File: src/spi_slave_pkg.sv
package spi_slave_pkg;

  // ------------------------------------------------------------------
  // sizes
  // ------------------------------------------------------------------

  // receive fifo entries
  localparam int RX_DEPTH    = 4;
  // flops on each spi pin before edge detection
  localparam int SYNC_STAGES = 2;
  // axi4-lite byte address width
  localparam int AXI_ADDR_W  = 4;

  // axi response codes
  localparam logic [1:0] RESP_OKAY   = 2'b00;
  localparam logic [1:0] RESP_SLVERR = 2'b10;

  // ------------------------------------------------------------------
  // encodings
  // ------------------------------------------------------------------

  // register map, word aligned
  typedef enum logic [3:0] {
    REG_CTRL   = 4'h0,
    REG_STATUS = 4'h4,
    REG_TXDATA = 4'h8,
    REG_RXDATA = 4'hC
  } reg_addr_e;

  // byte framing fsm
  typedef enum logic [1:0] {
    st_idle,
    st_load,
    st_shift
  } ctrl_state_e;

  // ------------------------------------------------------------------
  // bundles
  // ------------------------------------------------------------------

  // spi mode bits as held in ctrl
  typedef struct packed {
    logic cpol;
    logic cpha;
  } spi_mode_t;

  // one-cycle strobes from the pin synchronizer
  typedef struct packed {
    logic cs_fall;
    logic cs_rise;
    logic sample;
    logic shift;
    logic mosi_s;
  } spi_strobe_t;

  // status register image, msb member first
  typedef struct packed {
    logic       tx_pending;
    logic       frame_err;
    logic       overflow;
    logic [2:0] rx_level;
  } status_t;

endpackage

File: src/spi_sck_sync.sv
`timescale 1ns/1ps

module spi_sck_sync (
  input  logic                       sclk,
  input  logic                       rst_n,
  input  logic                       sck,
  input  logic                       cs_n,
  input  logic                       mosi,
  input  spi_slave_pkg::spi_mode_t   mode,
  output spi_slave_pkg::spi_strobe_t strb
);

  import spi_slave_pkg::*;

  // synchronizer chains with bit 0 as the first flop
  logic [SYNC_STAGES-1:0] sck_q;
  logic [SYNC_STAGES-1:0] cs_q;
  logic [SYNC_STAGES-1:0] mosi_q;

  // previous synced values for edge detect
  logic sck_d;
  logic cs_d;

  logic        sck_s;
  logic        cs_s;
  logic        rise;
  logic        fall;
  logic        lead;
  logic        trail;
  spi_strobe_t strb_d;

  assign sck_s = sck_q[SYNC_STAGES-1];
  assign cs_s  = cs_q[SYNC_STAGES-1];

  // ------------------------------------------------------------------
  // edge mapping
  // ------------------------------------------------------------------
  always_comb begin
    rise  = sck_s & ~sck_d;
    fall  = ~sck_s & sck_d;
    // leading edge leaves the idle level
    lead  = mode.cpol ? fall : rise;
    trail = mode.cpol ? rise : fall;
    strb_d.cs_fall = ~cs_s & cs_d;
    strb_d.cs_rise = cs_s & ~cs_d;
    // sck edges only count inside a frame
    strb_d.sample  = ~cs_s & (mode.cpha ? trail : lead);
    strb_d.shift   = ~cs_s & (mode.cpha ? lead : trail);
    strb_d.mosi_s  = mosi_q[SYNC_STAGES-1];
  end

  // two sync flops plus the strobe register give 3 cycles pin to strobe
  always_ff @(posedge sclk or negedge rst_n) begin
    if (!rst_n) begin
      sck_q  <= '0;
      cs_q   <= '1;
      mosi_q <= '0;
      sck_d  <= 1'b0;
      cs_d   <= 1'b1;
      strb   <= '0;
    end else begin
      sck_q  <= {sck_q[SYNC_STAGES-2:0], sck};
      cs_q   <= {cs_q[SYNC_STAGES-2:0], cs_n};
      mosi_q <= {mosi_q[SYNC_STAGES-2:0], mosi};
      sck_d  <= sck_s;
      cs_d   <= cs_s;
      strb   <= strb_d;
    end
  end

  // sck runs at most 1/8 of sclk so role strobes stay 4 cycles apart
  a_no_dual_strobe: assert property (
    @(posedge sclk) disable iff (!rst_n)
    (strb.sample || strb.shift) |->
      !$past(strb.sample || strb.shift, 1) &&
      !$past(strb.sample || strb.shift, 2) &&
      !$past(strb.sample || strb.shift, 3));

endmodule

File: src/spi_shift_reg.sv
`timescale 1ns/1ps

module spi_shift_reg (
  input  logic       sclk,
  input  logic       rst_n,
  input  logic       load,
  input  logic [7:0] tx_byte,
  input  logic       sample_en,
  input  logic       shift_en,
  input  logic       mosi_s,
  output logic [7:0] rx_byte,
  output logic       miso,
  input  logic       cs_active
);

  // separate chains so rx and tx bytes never mix
  logic [7:0] rx_sr;
  logic [7:0] tx_sr;

  // ------------------------------------------------------------------
  // receive chain
  // ------------------------------------------------------------------

  // msb first, newest bit enters at bit 0
  always_ff @(posedge sclk or negedge rst_n) begin
    if (!rst_n) begin
      rx_sr <= '0;
    end else if (sample_en) begin
      rx_sr <= {rx_sr[6:0], mosi_s};
    end
  end

  // full byte valid the cycle after the 8th sample
  assign rx_byte = rx_sr;

  // ------------------------------------------------------------------
  // transmit chain
  // ------------------------------------------------------------------

  // load wins over shift, it marks a byte boundary
  always_ff @(posedge sclk or negedge rst_n) begin
    if (!rst_n) begin
      tx_sr <= '1;
    end else if (load) begin
      tx_sr <= tx_byte;
    end else if (shift_en) begin
      tx_sr <= {tx_sr[6:0], 1'b1};
    end
  end

  // bit 7 is always the bit on the wire
  // idle high outside a frame
  assign miso = cs_active ? tx_sr[7] : 1'b1;

endmodule

File: src/spi_rx_fifo.sv
`timescale 1ns/1ps

module spi_rx_fifo (
  input  logic       sclk,
  input  logic       rst_n,
  input  logic       push,
  input  logic [7:0] din,
  input  logic       pop,
  output logic [7:0] dout,
  output logic [2:0] level,
  output logic       full,
  output logic       empty
);

  import spi_slave_pkg::*;

  // storage and pointers, depth is a power of two so pointers wrap
  logic [7:0]                    mem [RX_DEPTH];
  logic [$clog2(RX_DEPTH)-1:0]   wr_ptr;
  logic [$clog2(RX_DEPTH)-1:0]   rd_ptr;
  logic                          do_push;
  logic                          do_pop;

  assign full    = (level == 3'(RX_DEPTH));
  assign empty   = (level == 3'd0);
  assign do_push = push && !full;
  assign do_pop  = pop && !empty;

  // ------------------------------------------------------------------
  // storage
  // ------------------------------------------------------------------
  always_ff @(posedge sclk) begin
    if (do_push) begin
      mem[wr_ptr] <= din;
    end
  end

  // head entry, read path has no latency
  assign dout = mem[rd_ptr];

  // ------------------------------------------------------------------
  // pointers and level
  // ------------------------------------------------------------------
  always_ff @(posedge sclk or negedge rst_n) begin
    if (!rst_n) begin
      wr_ptr <= '0;
      rd_ptr <= '0;
      level  <= '0;
    end else begin
      if (do_push) begin
        wr_ptr <= wr_ptr + 1'b1;
      end
      if (do_pop) begin
        rd_ptr <= rd_ptr + 1'b1;
      end
      // simultaneous push and pop keeps the level
      case ({do_push, do_pop})
        2'b10:   level <= level + 3'd1;
        2'b01:   level <= level - 3'd1;
        default: level <= level;
      endcase
    end
  end

  // ctrl drops bytes itself when full, regs only pop when not empty
  a_no_push_full: assert property (
    @(posedge sclk) disable iff (!rst_n) push |-> !full);
  a_no_pop_empty: assert property (
    @(posedge sclk) disable iff (!rst_n) pop |-> !empty);

endmodule

File: src/spi_slave_ctrl.sv
`timescale 1ns/1ps

module spi_slave_ctrl (
  input  logic                       sclk,
  input  logic                       rst_n,
  input  spi_slave_pkg::spi_strobe_t strb,
  input  logic                       fifo_full,
  input  logic                       status_clr,
  output logic                       load,
  output logic                       sample_en,
  output logic                       shift_en,
  output logic                       push,
  output logic                       overflow,
  output logic                       frame_err,
  output logic                       byte_start
);

  import spi_slave_pkg::*;

  ctrl_state_e state;
  logic [2:0]  bit_cnt;
  logic        last_bit;

  // ------------------------------------------------------------------
  // strobe gating
  // ------------------------------------------------------------------

  // st_load waits at a byte boundary, next shift edge reloads
  // instead of shifting out a stale bit
  assign load       = strb.cs_fall || (state == st_load && strb.shift);
  assign shift_en   = (state == st_shift) && strb.shift;
  assign sample_en  = (state != st_idle) && strb.sample;
  assign byte_start = load;
  assign last_bit   = sample_en && (bit_cnt == 3'd7);

  // ------------------------------------------------------------------
  // fsm, bit count, flags
  // ------------------------------------------------------------------
  always_ff @(posedge sclk or negedge rst_n) begin
    if (!rst_n) begin
      state     <= st_idle;
      bit_cnt   <= '0;
      push      <= 1'b0;
      overflow  <= 1'b0;
      frame_err <= 1'b0;
    end else begin
      // push lands one cycle after the 8th sample
      push <= last_bit && !fifo_full;
      // clear first so a new event in the same cycle is kept
      if (status_clr) begin
        overflow  <= 1'b0;
        frame_err <= 1'b0;
      end
      if (last_bit && fifo_full) begin
        overflow <= 1'b1;
      end
      if (strb.cs_rise) begin
        // partial byte at frame end, nothing is pushed
        if (bit_cnt != 3'd0) begin
          frame_err <= 1'b1;
        end
        state   <= st_idle;
        bit_cnt <= '0;
      end else if (strb.cs_fall) begin
        state   <= st_load;
        bit_cnt <= '0;
      end else if (sample_en) begin
        bit_cnt <= bit_cnt + 3'd1;
        // 8th bit ends the byte, back to boundary state
        state   <= last_bit ? st_load : st_shift;
      end
    end
  end

  // sync masks sck while cs_n high, so idle never sees a sample
  a_no_sample_idle: assert property (
    @(posedge sclk) disable iff (!rst_n) state == st_idle |-> !strb.sample);

endmodule

File: src/spi_axil_regs.sv
`timescale 1ns/1ps

module spi_axil_regs (
  input  logic                                 sclk,
  input  logic                                 rst_n,
  input  logic [spi_slave_pkg::AXI_ADDR_W-1:0] awaddr,
  input  logic                                 awvalid,
  output logic                                 awready,
  input  logic [31:0]                          wdata,
  input  logic [3:0]                           wstrb,
  input  logic                                 wvalid,
  output logic                                 wready,
  output logic [1:0]                           bresp,
  output logic                                 bvalid,
  input  logic                                 bready,
  input  logic [spi_slave_pkg::AXI_ADDR_W-1:0] araddr,
  input  logic                                 arvalid,
  output logic                                 arready,
  output logic [31:0]                          rdata,
  output logic [1:0]                           rresp,
  output logic                                 rvalid,
  input  logic                                 rready,
  output spi_slave_pkg::spi_mode_t             mode,
  output logic [7:0]                           tx_byte,
  input  logic                                 byte_start,
  input  logic [7:0]                           fifo_dout,
  input  logic [2:0]                           fifo_level,
  input  logic                                 fifo_empty,
  output logic                                 pop,
  input  logic                                 overflow,
  input  logic                                 frame_err,
  output logic                                 status_clr
);

  import spi_slave_pkg::*;

  logic    wr_rdy;
  logic    rd_rdy;
  logic    wr_go;
  logic    rd_go;
  logic    tx_pending;
  status_t sts;

  // aw and w accepted together with one transaction in flight per side
  assign wr_go   = awvalid && wvalid && !wr_rdy && !bvalid;
  assign rd_go   = arvalid && !rd_rdy && !rvalid;
  assign awready = wr_rdy;
  assign wready  = wr_rdy;
  assign arready = rd_rdy;

  assign sts = '{tx_pending: tx_pending, frame_err: frame_err,
                 overflow: overflow, rx_level: fifo_level};

  // head byte leaves the fifo in the ar handshake cycle
  assign pop = rd_rdy && (araddr == REG_RXDATA) && !fifo_empty;

  // ------------------------------------------------------------------
  // write channel
  // ------------------------------------------------------------------
  always_ff @(posedge sclk or negedge rst_n) begin
    if (!rst_n) begin
      wr_rdy     <= 1'b0;
      bvalid     <= 1'b0;
      bresp      <= RESP_OKAY;
      mode       <= '0;
      tx_byte    <= '0;
      tx_pending <= 1'b0;
    end else begin
      wr_rdy <= wr_go;
      // tx byte consumed by the shifter
      if (byte_start) begin
        tx_pending <= 1'b0;
      end
      if (wr_rdy) begin
        bvalid <= 1'b1;
        bresp  <= RESP_OKAY;
        case (awaddr)
          REG_CTRL: begin
            // ctrl bit 0 is cpol and bit 1 is cpha
            if (wstrb[0]) begin
              mode.cpol <= wdata[0];
              mode.cpha <= wdata[1];
            end
          end
          REG_TXDATA: begin
            if (wstrb[0]) begin
              tx_byte    <= wdata[7:0];
              tx_pending <= 1'b1;
            end
          end
          // status and rxdata are read only
          default: bresp <= RESP_SLVERR;
        endcase
      end else if (bready) begin
        bvalid <= 1'b0;
      end
    end
  end

  // ------------------------------------------------------------------
  // read channel
  // ------------------------------------------------------------------
  always_ff @(posedge sclk or negedge rst_n) begin
    if (!rst_n) begin
      rd_rdy     <= 1'b0;
      rvalid     <= 1'b0;
      rresp      <= RESP_OKAY;
      rdata      <= '0;
      status_clr <= 1'b0;
    end else begin
      rd_rdy <= rd_go;
      // flags clear once their value is on rdata
      status_clr <= rd_rdy && (araddr == REG_STATUS);
      if (rd_rdy) begin
        rvalid <= 1'b1;
        rresp  <= RESP_OKAY;
        rdata  <= '0;
        case (araddr)
          REG_CTRL:   rdata <= {30'd0, mode.cpha, mode.cpol};
          REG_STATUS: rdata <= {26'd0, sts};
          REG_TXDATA: rdata <= {24'd0, tx_byte};
          REG_RXDATA: begin
            if (fifo_empty) begin
              rresp <= RESP_SLVERR;
            end else begin
              rdata <= {24'd0, fifo_dout};
            end
          end
          default: rresp <= RESP_SLVERR;
        endcase
      end else if (rready) begin
        rvalid <= 1'b0;
      end
    end
  end

  // response and its code held until the master takes it
  a_bvalid_hold: assert property (
    @(posedge sclk) disable iff (!rst_n) bvalid && !bready |=> bvalid && $stable(bresp));

endmodule

File: src/spi_slave_top.sv
`timescale 1ns/1ps

module spi_slave_top (
  input  logic                                 sclk,
  input  logic                                 rst_n,
  input  logic                                 sck,
  input  logic                                 cs_n,
  input  logic                                 mosi,
  output logic                                 miso,
  input  logic [spi_slave_pkg::AXI_ADDR_W-1:0] awaddr,
  input  logic                                 awvalid,
  output logic                                 awready,
  input  logic [31:0]                          wdata,
  input  logic [3:0]                           wstrb,
  input  logic                                 wvalid,
  output logic                                 wready,
  output logic [1:0]                           bresp,
  output logic                                 bvalid,
  input  logic                                 bready,
  input  logic [spi_slave_pkg::AXI_ADDR_W-1:0] araddr,
  input  logic                                 arvalid,
  output logic                                 arready,
  output logic [31:0]                          rdata,
  output logic [1:0]                           rresp,
  output logic                                 rvalid,
  input  logic                                 rready
);

  import spi_slave_pkg::*;

  // ------------------------------------------------------------------
  // internal nets
  // ------------------------------------------------------------------
  spi_strobe_t strb;
  spi_mode_t   mode;
  logic [7:0]  tx_byte;
  logic [7:0]  rx_byte;
  logic [7:0]  fifo_dout;
  logic [2:0]  fifo_level;
  logic        fifo_full;
  logic        fifo_empty;
  logic        load;
  logic        sample_en;
  logic        shift_en;
  logic        push;
  logic        pop;
  logic        overflow;
  logic        frame_err;
  logic        status_clr;
  logic        byte_start;
  logic        cs_active;

  // miso follows the raw pin, no sync delay on release
  assign cs_active = ~cs_n;

  // pins to strobes
  spi_sck_sync u_spi_sck_sync (
    .sclk  (sclk),
    .rst_n (rst_n),
    .sck   (sck),
    .cs_n  (cs_n),
    .mosi  (mosi),
    .mode  (mode),
    .strb  (strb)
  );

  // byte framing and error flags
  spi_slave_ctrl u_spi_slave_ctrl (
    .sclk       (sclk),
    .rst_n      (rst_n),
    .strb       (strb),
    .fifo_full  (fifo_full),
    .status_clr (status_clr),
    .load       (load),
    .sample_en  (sample_en),
    .shift_en   (shift_en),
    .push       (push),
    .overflow   (overflow),
    .frame_err  (frame_err),
    .byte_start (byte_start)
  );

  spi_shift_reg u_spi_shift_reg (
    .sclk      (sclk),
    .rst_n     (rst_n),
    .load      (load),
    .tx_byte   (tx_byte),
    .sample_en (sample_en),
    .shift_en  (shift_en),
    .mosi_s    (strb.mosi_s),
    .rx_byte   (rx_byte),
    .miso      (miso),
    .cs_active (cs_active)
  );

  spi_rx_fifo u_spi_rx_fifo (
    .sclk  (sclk),
    .rst_n (rst_n),
    .push  (push),
    .din   (rx_byte),
    .pop   (pop),
    .dout  (fifo_dout),
    .level (fifo_level),
    .full  (fifo_full),
    .empty (fifo_empty)
  );

  // host side register file
  spi_axil_regs u_spi_axil_regs (
    .sclk       (sclk),
    .rst_n      (rst_n),
    .awaddr     (awaddr),
    .awvalid    (awvalid),
    .awready    (awready),
    .wdata      (wdata),
    .wstrb      (wstrb),
    .wvalid     (wvalid),
    .wready     (wready),
    .bresp      (bresp),
    .bvalid     (bvalid),
    .bready     (bready),
    .araddr     (araddr),
    .arvalid    (arvalid),
    .arready    (arready),
    .rdata      (rdata),
    .rresp      (rresp),
    .rvalid     (rvalid),
    .rready     (rready),
    .mode       (mode),
    .tx_byte    (tx_byte),
    .byte_start (byte_start),
    .fifo_dout  (fifo_dout),
    .fifo_level (fifo_level),
    .fifo_empty (fifo_empty),
    .pop        (pop),
    .overflow   (overflow),
    .frame_err  (frame_err),
    .status_clr (status_clr)
  );

endmodule

File: config.mk
export PLATFORM = sky130hd
export DESIGN_NAME = spi_slave_top
export DESIGN_NICKNAME = d
export VERILOG_FILES = /design/src/spi_slave_pkg.sv /design/src/spi_sck_sync.sv /design/src/spi_shift_reg.sv /design/src/spi_rx_fifo.sv /design/src/spi_slave_ctrl.sv /design/src/spi_axil_regs.sv /design/src/spi_slave_top.sv
export SDC_FILE = /design/constraint.sdc
export NUM_CORES = 1
export LEC_CHECK = 0
export ABC_CLOCK_PERIOD_IN_PS = 5100
export CAP_MARGIN = 10
export CORE_ASPECT_RATIO = 1.1
export CORE_MARGIN = 2
export CORE_UTILIZATION = 60
export CTS_BUF_LIST = sky130_fd_sc_hd__clkbuf_8
export DETAILED_ROUTE_END_ITERATION = 7
export DONT_BUFFER_PORTS = 1
export GPL_TIMING_DRIVEN = 1
export PLACE_DENSITY = 0.85
export SLEW_MARGIN = 20
export SYNTH_ARGS = -nofsm -noshare
export SYNTH_HDL_FRONTEND = slang
export SYNTH_SLANG_ARGS = --single-unit
File: constraint.sdc
create_clock -name sclk -period 5.1 [get_ports sclk]
set_clock_uncertainty 0.15 [all_clocks]
set_input_delay 0.51 -clock sclk [delete_from_list [all_inputs] [get_ports sclk]]
set_output_delay 0.51 -clock sclk [all_outputs]
set_load 0.02 [all_outputs]
# After elaboration in Yosys (flattened, before gate mapping)
# Memories as Yosys holds them, arrays and structs flattened.
# Index checks and enable logic that the tools add are counted.
# totals
memories	1
input_bits	54
elab_cells	131
mem_bits_rw	32
regBits	96
# memory_table
memory	words	word_bits	rd	rd_clocked_by_memory_dff	wr	line_no	rtl
u_spi_rx_fifo.mem	4	8	1	0	1	spi_rx_fifo.sv:18	logic [7:0] mem [RX_DEPTH];
# classes
reduce_logical	38
bitwise_logic	10
muxes	35
eq_ne	10
n_addsub	5
# ops
operator	count
32-bit one-hot mux with 4 select lines	1
8-bit two-way mux	3
1-bit two-way mux	20
1-bit logical AND	16
4-bit equality test, second input constant	3
2-bit two-way mux	6
2-bit nonzero test	6
3-bit two-way mux	3
4-bit logical NOT	2
3-bit by 1-bit adder with 3-bit output, second input constant	2
1-bit bitwise AND	6
3-bit equality test, second input constant	2
1-bit logical NOT	6
3-bit one-hot mux with 2 select lines	1
3-bit AND reduction	2
3-bit nonzero test	2
2-bit by 1-bit adder with 2-bit output, second input constant	2
2-bit by 1-bit equality test with 1-bit output, second input constant	2
2-bit equality test, second input constant	2
4-bit by 3-bit equality test with 1-bit output, second input constant	1
1-bit NOT	4
2-bit one-hot mux with 2 select lines	1
3-bit logical NOT	1
3-bit OR reduction	1
other kinds (3)	3

# Longest topological paths before layout
# Gate-level depths: netlist of run 1.
# depth
word_depth	7
ltp_mapped	10

# Hierarchy
# Synthesis of run 1 repeated with hierarchy kept, for this count alone.
# unflattened
cells_unflattened	320
hier_area_um2	4566.9
# modules_own_cells
mod	cells_each	instances	area_per_inst_um2
spi_rx_fifo	79	1	1592.8
spi_axil_regs	128	1	1410.1
spi_shift_reg	52	1	714.4
spi_slave_ctrl	40	1	456.7
spi_sck_sync	20	1	389.1
spi_slave_top	1	1	3.8

# Worst setup path before layout of run 1
# OpenSTA, ideal clock, no wires.
# synth_path
path_kind	input-to-reg
startpoint	in araddr[3] (netlist bit)
endpoint	reg u_spi_rx_fifo.level[2]
n_path_buf	2
path_stages	10
path_slack_ps	2727
t_arrival_ps	2144
path_cell_list	buf_4 and4bb_2 buf_4 and3_4 ha_1 inv_1 fa_1 xor2_1 nor2_1 xor2_1
# synth_via
elab_chain_cells	6
# synth_rtl
item	line_no	rtl
start, declared	spi_slave_top.sv:20	input logic [spi_slave_pkg::AXI_ADDR_W-1:0] araddr,
4-bit equality test (*)	spi_axil_regs.sv:55	assign pop = rd_rdy && (araddr == REG_RXDATA) && !fifo_empty;
1-bit logical AND (*) (2 in series)	spi_axil_regs.sv:55	
1-bit logical AND (*)	spi_rx_fifo.sv:27	assign do_pop = pop && !empty;
net u_spi_rx_fifo.do_pop	spi_rx_fifo.sv:22	logic do_pop;
2-bit by 1-bit equality test with 1-bit output or 2-bit equality test (tied branches)	spi_rx_fifo.sv:57	case ({do_push, do_pop})
3-bit one-hot mux with 2 select lines or 2-bit nonzero test (tied branches)	-	
end signal, assigned	spi_rx_fifo.sv:58	2'b10: level <= level + 3'd1;
end signal, assigned	spi_rx_fifo.sv:59	2'b01: level <= level - 3'd1;
end signal, assigned	spi_rx_fifo.sv:60	default: level <= level;
end, declared	spi_rx_fifo.sv:10	output logic [2:0] level,
# The timed path passes the listed nets; every way through them passes the cells marked *.
# A chain may end at the register's enable or synchronous reset.

# Worst setup path after layout of run 1
# layout_path
startpoint	reg u_spi_rx_fifo.level[2]
endpoint	reg u_spi_rx_fifo.level[2]
# layout_via
elab_chain_cells	6
# layout_rtl
item	line_no	rtl
3-bit logical NOT (*)	spi_rx_fifo.sv:25	assign empty = (level == 3'd0);
1-bit logical NOT (*)	spi_rx_fifo.sv:27, spi_axil_regs.sv:55	
1-bit logical AND	spi_axil_regs.sv:55	
1-bit logical AND (*)	spi_rx_fifo.sv:27	
net u_spi_rx_fifo.do_pop	spi_rx_fifo.sv:22	
2-bit by 1-bit equality test with 1-bit output or 2-bit equality test (tied branches)	spi_rx_fifo.sv:57	
3-bit one-hot mux with 2 select lines or 2-bit nonzero test (tied branches)	-	
# Marks and branches as above.

==> metrics, run 1 <==
# port buffers 0; # IOs between 90 and 100; met1 Use GR between 20% and 30%; Filler cells around 500; fmax roughly 0.42 GHz; Syn Inst Count 312; largest net degree at the start of global routing 71; Slew headroom about 54%; worst slew pin tran around 0.7 ns; CP max stage cell dfrtp_1; nets about 380; core area roughly 0.0073 mm^2; clk_lat worst skew around 0.35 ns; routed length per instance ~18 um; Fin Hold WS roughly 0.028 ns; GRT overflow 0; worst-case clock buffer depth 2; Post-DP HPWL approximately 5000 um; DRT iter0 DRCs roughly 180; Final Wtd Congestion between 0.8 and 0.9; design area about 0.0047 mm^2; leakage power figure 2.05 nW; WS Path Type flip-flop to flip-flop; die height 94.5 um; std cell rows 33; Avg Cell Area, Syn 14.3 um^2; fin crit period about 2.4 ns; Max Cap Viol 0; VDD IR max between 0.00015 and 0.0002 V; Total Neg Setup Slack 0 ns; Slew Limit Fails 0; Detailed Route WL 7290 um; Die ar. 0.00816 mm^2; vias in the first global route 2245; Crit path required time between 5 and 6 ns; TritonCTS buffer count 9; share of the yosys chip area belonging to registers between 60 and 70%; drt drc 0; Synth cell types 48; RSZ-0062 raised after global routing false; Post-DP Area between 0.004 and 0.005 mm^2; Initial Utilization between 60% and 70%; Area Overhead vs Synth 4.90%; Critical Path Fanout Max 10; final worst slack about 2.7 ns; period utilization between 40 and 50%; CTS tree yes; cell mode on critical path xor2_1; Die Wd 86.3 um; Reg clk slew, reported paths around 0.09 ns; critical path capture point type flip-flop; DP Worst Slack ~2.7 ns; pwr/cell area slightly below 400 mW/mm^2; startpoint types flip-flop; ant diodes 0; Setup Fix Bufs, Post-CTS 0; first-pass GRT wire length roughly 11000 um; Via Count 2339; status finished clean; cell chosen for the clock root clkbuf_8; synthesized flop and latch total a little over 100; Finished Layout Cells 408; Yosys warnings 0; total global-route track usage roughly a fifth; H-tree depth 3; mean number of vias per cell ~5.7; busiest grt layer met2; Final Hold Viols 0; Critical Path Max Stage Delay roughly 0.47 ns; Sink Count between 100 and 150; remaining antenna violation count after routing 0; mapped cell area between 0.004 and 0.005 mm^2; met2 Use GR between 20% and 30%; dpl cells a little under 400; HP Class primary input to flip-flop; critical path arrival roughly 2.5 ns; layout cells sized above 1 25.5%; met3 Use GR between 5 and 6%; crit-path cells or3_1 -> and3_4 -> ha_1 -> inv_1 -> fa_1 -> xor2_1 -> nor2_1 -> xor2_1; initial antenna violation count 0; final setup vio count 0; length of the first detailed-routing pass in iterations 4
## cell families after synthesis
group | share of synthesized area [%]
simple gates | 9.04
flops | 61.0
other cells | 0.0839
compound gates | 5.06
fa+ha+maj | 2.69
mux | 13.7
xor+xnor | 1.57
buf+inv | 6.88
## flip-flops by register name, summed over array words and instances (netlist names), 2 cells and up
signal and count:
u_spi_rx_fifo.rd_ptr 2, u_spi_axil_regs.tx_byte 8, u_spi_axil_regs.mode 2, u_spi_sck_sync.strb 5
u_spi_slave_ctrl.state 2, u_spi_axil_regs.rdata 8, u_spi_shift_reg.tx_sr 8, u_spi_slave_ctrl.bit_cnt 3
u_spi_rx_fifo.level 3, u_spi_shift_reg.rx_byte 8, u_spi_rx_fifo.wr_ptr 2, u_spi_sck_sync.mosi_q 2
u_spi_sck_sync.cs_q 2, u_spi_rx_fifo.mem 32, u_spi_sck_sync.sck_q 2
## critical path: cells and delay by family, from the launching register on
family,cells,cell delay [ns]
buf+inv,1,0.07
fa+ha+maj,2,0.57
xor+xnor,2,0.31
flops,1,0.47
simple gates,3,0.73
## where the power goes
| part | internal (mW) | switching [mW] | total, mW |
|---|---|---|---|
| Combinational | 0.128 | 0.106 | 0.234 |
| Sequential | 0.943 | 0.133 | 1.08 |
| Clock | 0.285 | 0.253 | 0.538 |
| Total | 1.36 | 0.492 | 1.85 |
## timing repair
| action | CTS | global route |
|---|---|---|
| endpoints found under the hold margin | 71 | 0 |
| hold buffers | 3 | 0 |
| gates resized for setup | 0 | 0 |
## path summary, 6_finish.rpt
kind	startpoint	endpoint	slack, ns	depth (start not counted)
min in group asynchronous	rst_n	u_spi_axil_regs.tx_byte[2]$_DFFE_PN0P_	0.56	2
hold reg to reg	u_spi_sck_sync.mosi_q[0]$_DFF_PN0_	u_spi_sck_sync.mosi_q[1]$_DFF_PN0_	0.20	0
setup / recovery	u_spi_rx_fifo.level[2]$_DFFE_PN0P_	u_spi_rx_fifo.level[2]$_DFFE_PN0P_	2.73	8
hold / removal	sck	u_spi_sck_sync.sck_q[0]$_DFF_PN0_	0.03	0
max in group asynchronous	rst_n	u_spi_sck_sync.cs_d$_DFF_PN1_	3.93	2
setup reg to reg	u_spi_rx_fifo.level[2]$_DFFE_PN0P_	u_spi_rx_fifo.level[2]$_DFFE_PN0P_	2.73	8
## layout by cell type, fill, tap and decap left out, types with 3 or more instances in the layout
cell | synthesis | layout
inv_1 | 15 | 18
a21oi_1 | 14 | 14
dfrtp_1 | 59 | 59
nand4_1 | 3 | 3
xnor2_1 | 4 | 4
ha_1 | 8 | 8
dfstp_2 | 11 | 11
clkbuf_8 | 0 | 10
nor2b_1 | 7 | 7
nand2b_1 | 3 | 3
xor2_1 | 4 | 4
nand3_1 | 11 | 11
or2_2 | 3 | 3
mux2i_1 | 5 | 5
o21ai_0 | 4 | 4
nand2_1 | 6 | 6
a221oi_1 | 4 | 4
and2_1 | 5 | 5
mux2_2 | 34 | 34
conb_1 | 1 | 26
nor2_1 | 6 | 6
nor3_1 | 5 | 5
edfxtp_1 | 32 | 32
mux4_2 | 8 | 8
## Yosys cell counts (all sizes together)
library cell,instances,share of area [%]
clkbuf,2,0.20
o21ai,5,0.56
buf,33,5.4
a311oi,1,0.20
nor4b,2,0.67
a41oi,2,0.39
ha,8,2.2
nor4bb,1,0.22
inv,15,1.3
a21o,2,0.34
nand3,11,1.2
nand4b,1,0.20
dfstp,11,6.5
and4bb,1,0.28
nand2b,3,0.42
mux4,8,4.0
nor3b,2,0.45
fa,1,0.45
nor3,6,0.78
nand3b,1,0.45
and2,5,0.70
a21bo,2,0.45
or3,1,0.14
edfxtp,32,21
and3,2,0.39
dfrtp,59,33
mux2i,5,1.1
a221oi,4,0.78
nor2b,7,0.98
a21oi,14,1.6
conb,1,0.084
nand4,4,0.70
xnor2,4,0.78
nor2,6,0.50
or2,3,0.42
xor2,4,0.78
mux2,34,8.6
nand2,6,0.50
o22ai,1,0.14
o211ai,1,0.17
a31oi,1,0.48
## layout make-up
class	instances	area [um^2]	area share [%]
Clock inverter	6	78.8	1.68
Multi-Input combinational cell	185	1540	32.7
Tap cell	87	109	2.32
Sequential cell	102	2730	58.1
Inverter	15	56.3	1.20
Clock buffer	10	138	2.93
Timing Repair Buffer	3	47.5	1.01
## metal layers
layer / share of wire (%) / vias to the layer above
met5: 0 / -
met4: 2.0 / 0
met3: 5.4 / 11
met2: 49 / 83
met1: 44 / 1170
li1: - / 1075
## metrics by stage
| stage | utilization [%] | power [mW] |
|---|---|---|
| 2_1_floorplan | - | 1.28 |
| 3_3_place_gp | 60.2 | 1.29 |
| 3_5_place_dp | 60.2 | 1.31 |
| 4_1_cts | 63.8 | 1.86 |
| 5_1_grt | 63.8 | 1.93 |
| 6_report | 63.8 | 1.85 |
Power figures use the tool's default switching activity.
==> inputs of run 2 (changes only) <==
ABC_CLOCK_PERIOD_IN_PS = 2400   (was 5100)
clock period = 2.4 ns   (was 5.1 ns; I/O delays follow)
==> metrics, run 2 (synthesis results as in run 1) <==
critical path arrival 2.36 ns (-0.13 ns); Seq pwr share 59.0% (+0.8 points); max reg flops 32 (unchanged); Area Overhead vs Synth 9.77%; Worst Path Buf+Inv 2 (+1); initial antenna violation count 0 (unchanged); status finished clean; sw power 1.08 mW (+120%); core area 0.00735 mm^2 (unchanged); Crit path required time 2.53 ns (-2.70 ns); worst-case clock buffer depth 2 (unchanged); pwr/cell area 786 mW/mm^2 (+100%); mean number of vias per cell 5.70 (-0.65%); nets 405 (+6.9%); worst slew pin tran 0.575 ns (-0.111 ns); Top reg by flops u_spi_rx_fifo.mem; startpoint types flip-flop; Via Count 2472 (+5.7%); die height 94.5 um (unchanged); DRT iter0 DRCs 124 (-31%); HP Class primary input to flip-flop; Comb pwr share 14.2% (+1.5 points); Slew headroom 61.5% (+7.2 points); remaining antenna violation count after routing 0 (unchanged); std cell rows 33 (unchanged); CP max stage cell dfrtp_1; clk_lat worst skew 0.36 ns (about the same); Reg clk slew, reported paths 0.09 ns (about the same); WS Path Type flip-flop to flip-flop; Post-DP HPWL 4890 um (-1.4%); Total Neg Setup Slack 0 ns (unchanged); layout cells sized above 1 25.4% (-0.18 points); GRT overflow 0 (unchanged); CP top delay family adder cells; fin util 66.8% (+3.0 points); fmax 0.447 GHz (+5.9%); critical path capture point type flip-flop; Critical Path Fanout Max 6 (-4); Max Cap Viol 0 (unchanged); H-tree depth 3 (unchanged); first-pass GRT wire length 11800 um (+5.3%); period utilization 93.1% (+47 points); most common cell after layout, fill and taps aside dfrtp_1; Die Wd 86.3 um (unchanged); Sink Count 102 (unchanged); Initial Utilization 60.8% (unchanged); Die ar. 0.00816 mm^2 (unchanged); Slew Limit Fails 0 (unchanged); Critical Path Source u_spi_rx_fifo.level[2]$_DFFE_PN0P_; VDD IR max 0.000323 V (+97%); final setup vio count 0 (unchanged); ant diodes 0 (unchanged); Final Wtd Congestion 0.798 (-0.84%); cell chosen for the clock root clkbuf_8; total global-route track usage 19.3% (+0.65 points); r2r setup slk 0.17 ns (-2.57 ns); RSZ-0062 raised after global routing false; post-CTS resize count 0 (unchanged); Final Hold Viols 0 (unchanged); largest net degree at the start of global routing 71 (unchanged); vias in the first global route 2470 (+10%); # IOs 96 (unchanged); routed length per instance 17.2 um (-3.9%); leakage power figure 2.15 nW (+5.1%); CTS tree yes; fin crit period 2.23 ns (-0.132 ns); crit-path cells nor3b_1 -> nor2b_1 -> inv_1 -> ha_1 -> inv_1 -> fa_1 -> xor2_1 -> nor2_1 -> xor2_1; length of the first detailed-routing pass in iterations 5 (+1); clock power share 26.8% (-2.3 points); Worst Hold Launch araddr[0]; Finished Layout Cells 434 (+6.4%); # port buffers 0 (unchanged); dpl cells 394 (+1.3%); drt drc 0 (unchanged); Critical Path Max Stage Delay 0.46 ns (about the same); Net Sw Frac 27.9% (+1.2 points); Detailed Route WL 7450 um (+2.2%); TritonCTS buffer count 9 (unchanged); highest-count cells in the layout ignoring fill and taps 59 x dfrtp_1, 34 x mux2_2, 32 x edfxtp_1, 26 x conb_1, 23 x dlygate4sd3_1; Pint 2.78 mW (+110%); worst r2r src u_spi_rx_fifo.level[2]$_DFFE_PN0P_
==> run 2: changes by cell type in the layout (fill, tap and decap cells not counted), moves of 2 or more <==
cell	previous run	this run
dlygate4sd3_1	2	23
inv_1	18	16
buf_4	0	5
clkinv_2	0	3
==> run 2: final cells by class <==
type                            count  area (um^2)
Inverter                           15         56.3
Clock inverter                      7         66.3
Tap cell                           87          109
Clock buffer                        9          124
Sequential cell                   102         2730
Fill cell                         478         2440
Timing Repair Buffer               29          295
Multi-Input combinational cell    185         1530
==> run 2: repair_timing <==
item / 4_1_cts / 5_1_grt
buffers inserted: 0 / 0
endpoints found under the hold margin: 94 / 0
hold buffers: 24 / 0
==> run 2: final timing paths <==
kind,depth (start not counted),endpoint
hold reg to reg,0,u_spi_sck_sync.mosi_q[1]$_DFF_PN0_
max in group asynchronous,2,u_spi_shift_reg.tx_sr[2]$_DFFE_PN1P_
min in group asynchronous,2,u_spi_axil_regs.tx_byte[3]$_DFFE_PN0P_
setup / recovery,9,u_spi_rx_fifo.level[2]$_DFFE_PN0P_
setup reg to reg,9,u_spi_rx_fifo.level[2]$_DFFE_PN0P_
hold / removal,3,u_spi_axil_regs.rdata[4]$_DFFE_PN0P_
==> run 2: tightest hold or removal path, stage by stage <==
cell and delay (ns):
nor3b_2 0.07, a21oi_1 0.13, a21oi_1 0.05
==> run 2: per-stage QoR <==
step                      area [um^2]  setup slack, ns  total power [mW]  hold slack (ns)
after CTS                        4910            0.122              3.89          0.00564
after global placement           4460            0.311              2.76           -0.204
after floorplan                  4570            0.272              2.71           -0.206
after detailed placement         4460            0.169              2.80           -0.205
final                            4910            0.165              3.86           0.0171
after global routing             4910           0.0307              4.03           0.0178
==> run 2: metal layers <==
metal | up-vias | track usage [%] | wire length, um
met1 | 1233 | 25.7 | 3280
met5 | - | 0 | 0
met3 | 14 | 4.81 | 375
met2 | 89 | 30.0 | 3610
met4 | 0 | 9.38 | 189
li1 | 1136 | - | -
==> run 2: power groups by stage <==
stage | sequential [mW] | combinational [mW] | clock, mW
final | 2.28 | 0.549 | 1.03
after global routing | 2.31 | 0.594 | 1.13
after CTS | 2.28 | 0.549 | 1.06
after detailed placement | 2.31 | 0.487 | 0
after global placement | 2.29 | 0.463 | 0
after floorplan | 2.19 | 0.519 | 0
==> inputs of run 3 (changes only) <==
RECOVER_POWER = 50   (was unset)
==> metrics, run 3 (synthesis results as in run 1) <==
WS Path Type flip-flop to flip-flop; Sink Count 102 (unchanged); CTS tree yes; DRT iter0 DRCs 116 (-6.5%); GRT overflow 0 (unchanged); fmax 0.446 GHz (-0.31%); layout cells sized above 1 25.1% (-0.29 points); leakage power figure 2.14 nW (-0.43%); Reg clk slew, reported paths 0.09 ns (about the same); routed length per instance 17.1 um (-0.39%); final setup vio count 0 (unchanged); nets 405 (unchanged); dpl cells 394 (unchanged); cell chosen for the clock root clkbuf_8; worst-case clock buffer depth 2 (unchanged); Crit path required time 2.53 ns (about the same); CP max stage cell dfrtp_1; Max Cap Viol 1 (+1); post-CTS resize count 0 (unchanged); Final Hold Viols 0 (unchanged); Slew headroom -1.31% (-63 points); Critical Path Max Stage Delay 0.46 ns (about the same); RSZ-0062 raised after global routing false; Slew Limit Fails 71 (+71); VDD IR max 0.000323 V (-0.20%); ant diodes 0 (unchanged); largest net degree at the start of global routing 71 (unchanged); Post-DP HPWL 4890 um (unchanged); Critical Path Fanout Max 6 (unchanged); length of the first detailed-routing pass in iterations 4 (-1); Pwr Total 3.85 mW (-0.15%); clk_lat worst skew 0.36 ns (about the same); pwr/cell area 788 mW/mm^2 (+0.31%); core area 0.00735 mm^2 (unchanged); Worst Path Buf+Inv 2 (unchanged); max reg flops 32 (unchanged); Top reg by flops u_spi_rx_fifo.mem; worst slew pin tran 1.52 ns (+0.945 ns); critical path capture point type flip-flop; violated checks max-capacitance violations, max-slew violations; # port buffers 0 (unchanged); Finished Layout Cells 434 (unchanged); std cell rows 33 (unchanged); period utilization 93.4% (+0.29 points); die height 94.5 um (unchanged); crit-path cells nor3b_1 -> nor2b_1 -> inv_1 -> ha_1 -> inv_1 -> fa_1 -> xor2_1 -> nor2_1 -> xor2_1; Total Neg Setup Slack 0 ns (unchanged); drt drc 0 (unchanged); Die Wd 86.3 um (unchanged); mean number of vias per cell 5.61 (-1.5%); remaining antenna violation count after routing 0 (unchanged); critical path arrival 2.37 ns (about the same); Die ar. 0.00816 mm^2 (unchanged); status complete, but fails checks; Initial Utilization 60.8% (unchanged); initial antenna violation count 0 (unchanged); HP Class primary input to flip-flop; TritonCTS buffer count 9 (unchanged); highest-count cells in the layout ignoring fill and taps 59 x dfrtp_1, 34 x mux2_2, 32 x edfxtp_1, 26 x conb_1, 23 x dlygate4sd3_1; Final Wtd Congestion 0.798 (unchanged); fin crit period 2.24 ns (+0.00689 ns); Via Count 2436 (-1.5%); CP top delay family adder cells; vias in the first global route 2470 (unchanged); startpoint types flip-flop; # IOs 96 (unchanged); first-pass GRT wire length 11800 um (unchanged); Detailed Route WL 7420 um (-0.39%); total global-route track usage 19.3% (unchanged); Area Overhead vs Synth 9.26%; most common cell after layout, fill and taps aside dfrtp_1; H-tree depth 3 (unchanged)
run 3: tightest hold or removal path, delay by kind of cell:
kind               cells  cell delay (ns)
AOI/OAI and AO/OA      2             0.17
and+or+nand+nor        1             0.07
run 3: routing by layer:
layer | GRT usage [%] | wire [um]
met1 | 25.7 | 3250
met2 | 30.0 | 3630
met3 | 4.81 | 351
met4 | 9.38 | 189
met5 | 0 | 0
run 3: worst paths after layout:
check | start | to | slack, ns | cells after the start
min | araddr[0] | u_spi_axil_regs.rdata[4]$_DFFE_PN0P_ | 0.02 | 3
max | u_spi_rx_fifo.level[2]$_DFFE_PN0P_ | u_spi_rx_fifo.level[2]$_DFFE_PN0P_ | 0.16 | 9
min in group asynchronous | rst_n | u_spi_axil_regs.tx_byte[3]$_DFFE_PN0P_ | 0.69 | 2
max in group asynchronous | rst_n | u_spi_rx_fifo.wr_ptr[0]$_DFFE_PN0P_ | 0.51 | 2
max reg2reg | u_spi_rx_fifo.level[2]$_DFFE_PN0P_ | u_spi_rx_fifo.level[2]$_DFFE_PN0P_ | 0.16 | 9
min reg2reg | u_spi_sck_sync.mosi_q[0]$_DFF_PN0_ | u_spi_sck_sync.mosi_q[1]$_DFF_PN0_ | 0.20 | 0
run 3: what timing repair did:
action | 4_1_cts | 5_1_grt
endpoints found under the setup margin | 0 | 0
hold buffers | 24 | 0
buffers inserted | 0 | 0
hold endpoints to repair | 94 | 0
run 3: final cells by class:
class	count	area, um^2
multi-input cells	185	1530
repair buffers	29	273
inverters	15	56.3
clock buffers	9	124
clock inverters	7	66.3
flip-flops and latches	102	2730
fillers	481	2460
well taps	87	109
run 3: where the power goes:
group / internal [mW] / switching, mW / total [mW] / leakage (nW)
registers: 2.00 / 0.271 / 2.27 / 1.19
clock network: 0.479 / 0.557 / 1.04 / 0.105
logic: 0.296 / 0.246 / 0.542 / 0.853
total: 2.78 / 1.07 / 3.85 / 2.14
run 3: per-stage QoR:
| stage | hold WS [ns] | utilization (%) | setup WS, ns | instance area, um^2 |
|---|---|---|---|---|
| final | 0.0152 | 66.5 | 0.158 | 4890 |
| after global routing | 0.0178 | 66.5 | 0.0307 | 4890 |
| after CTS | 0.00564 | 66.8 | 0.122 | 4910 |
| after floorplan | -0.206 | - | 0.272 | 4570 |
| after global placement | -0.204 | 60.7 | 0.311 | 4460 |
| after detailed placement | -0.205 | 60.7 | 0.169 | 4460 |
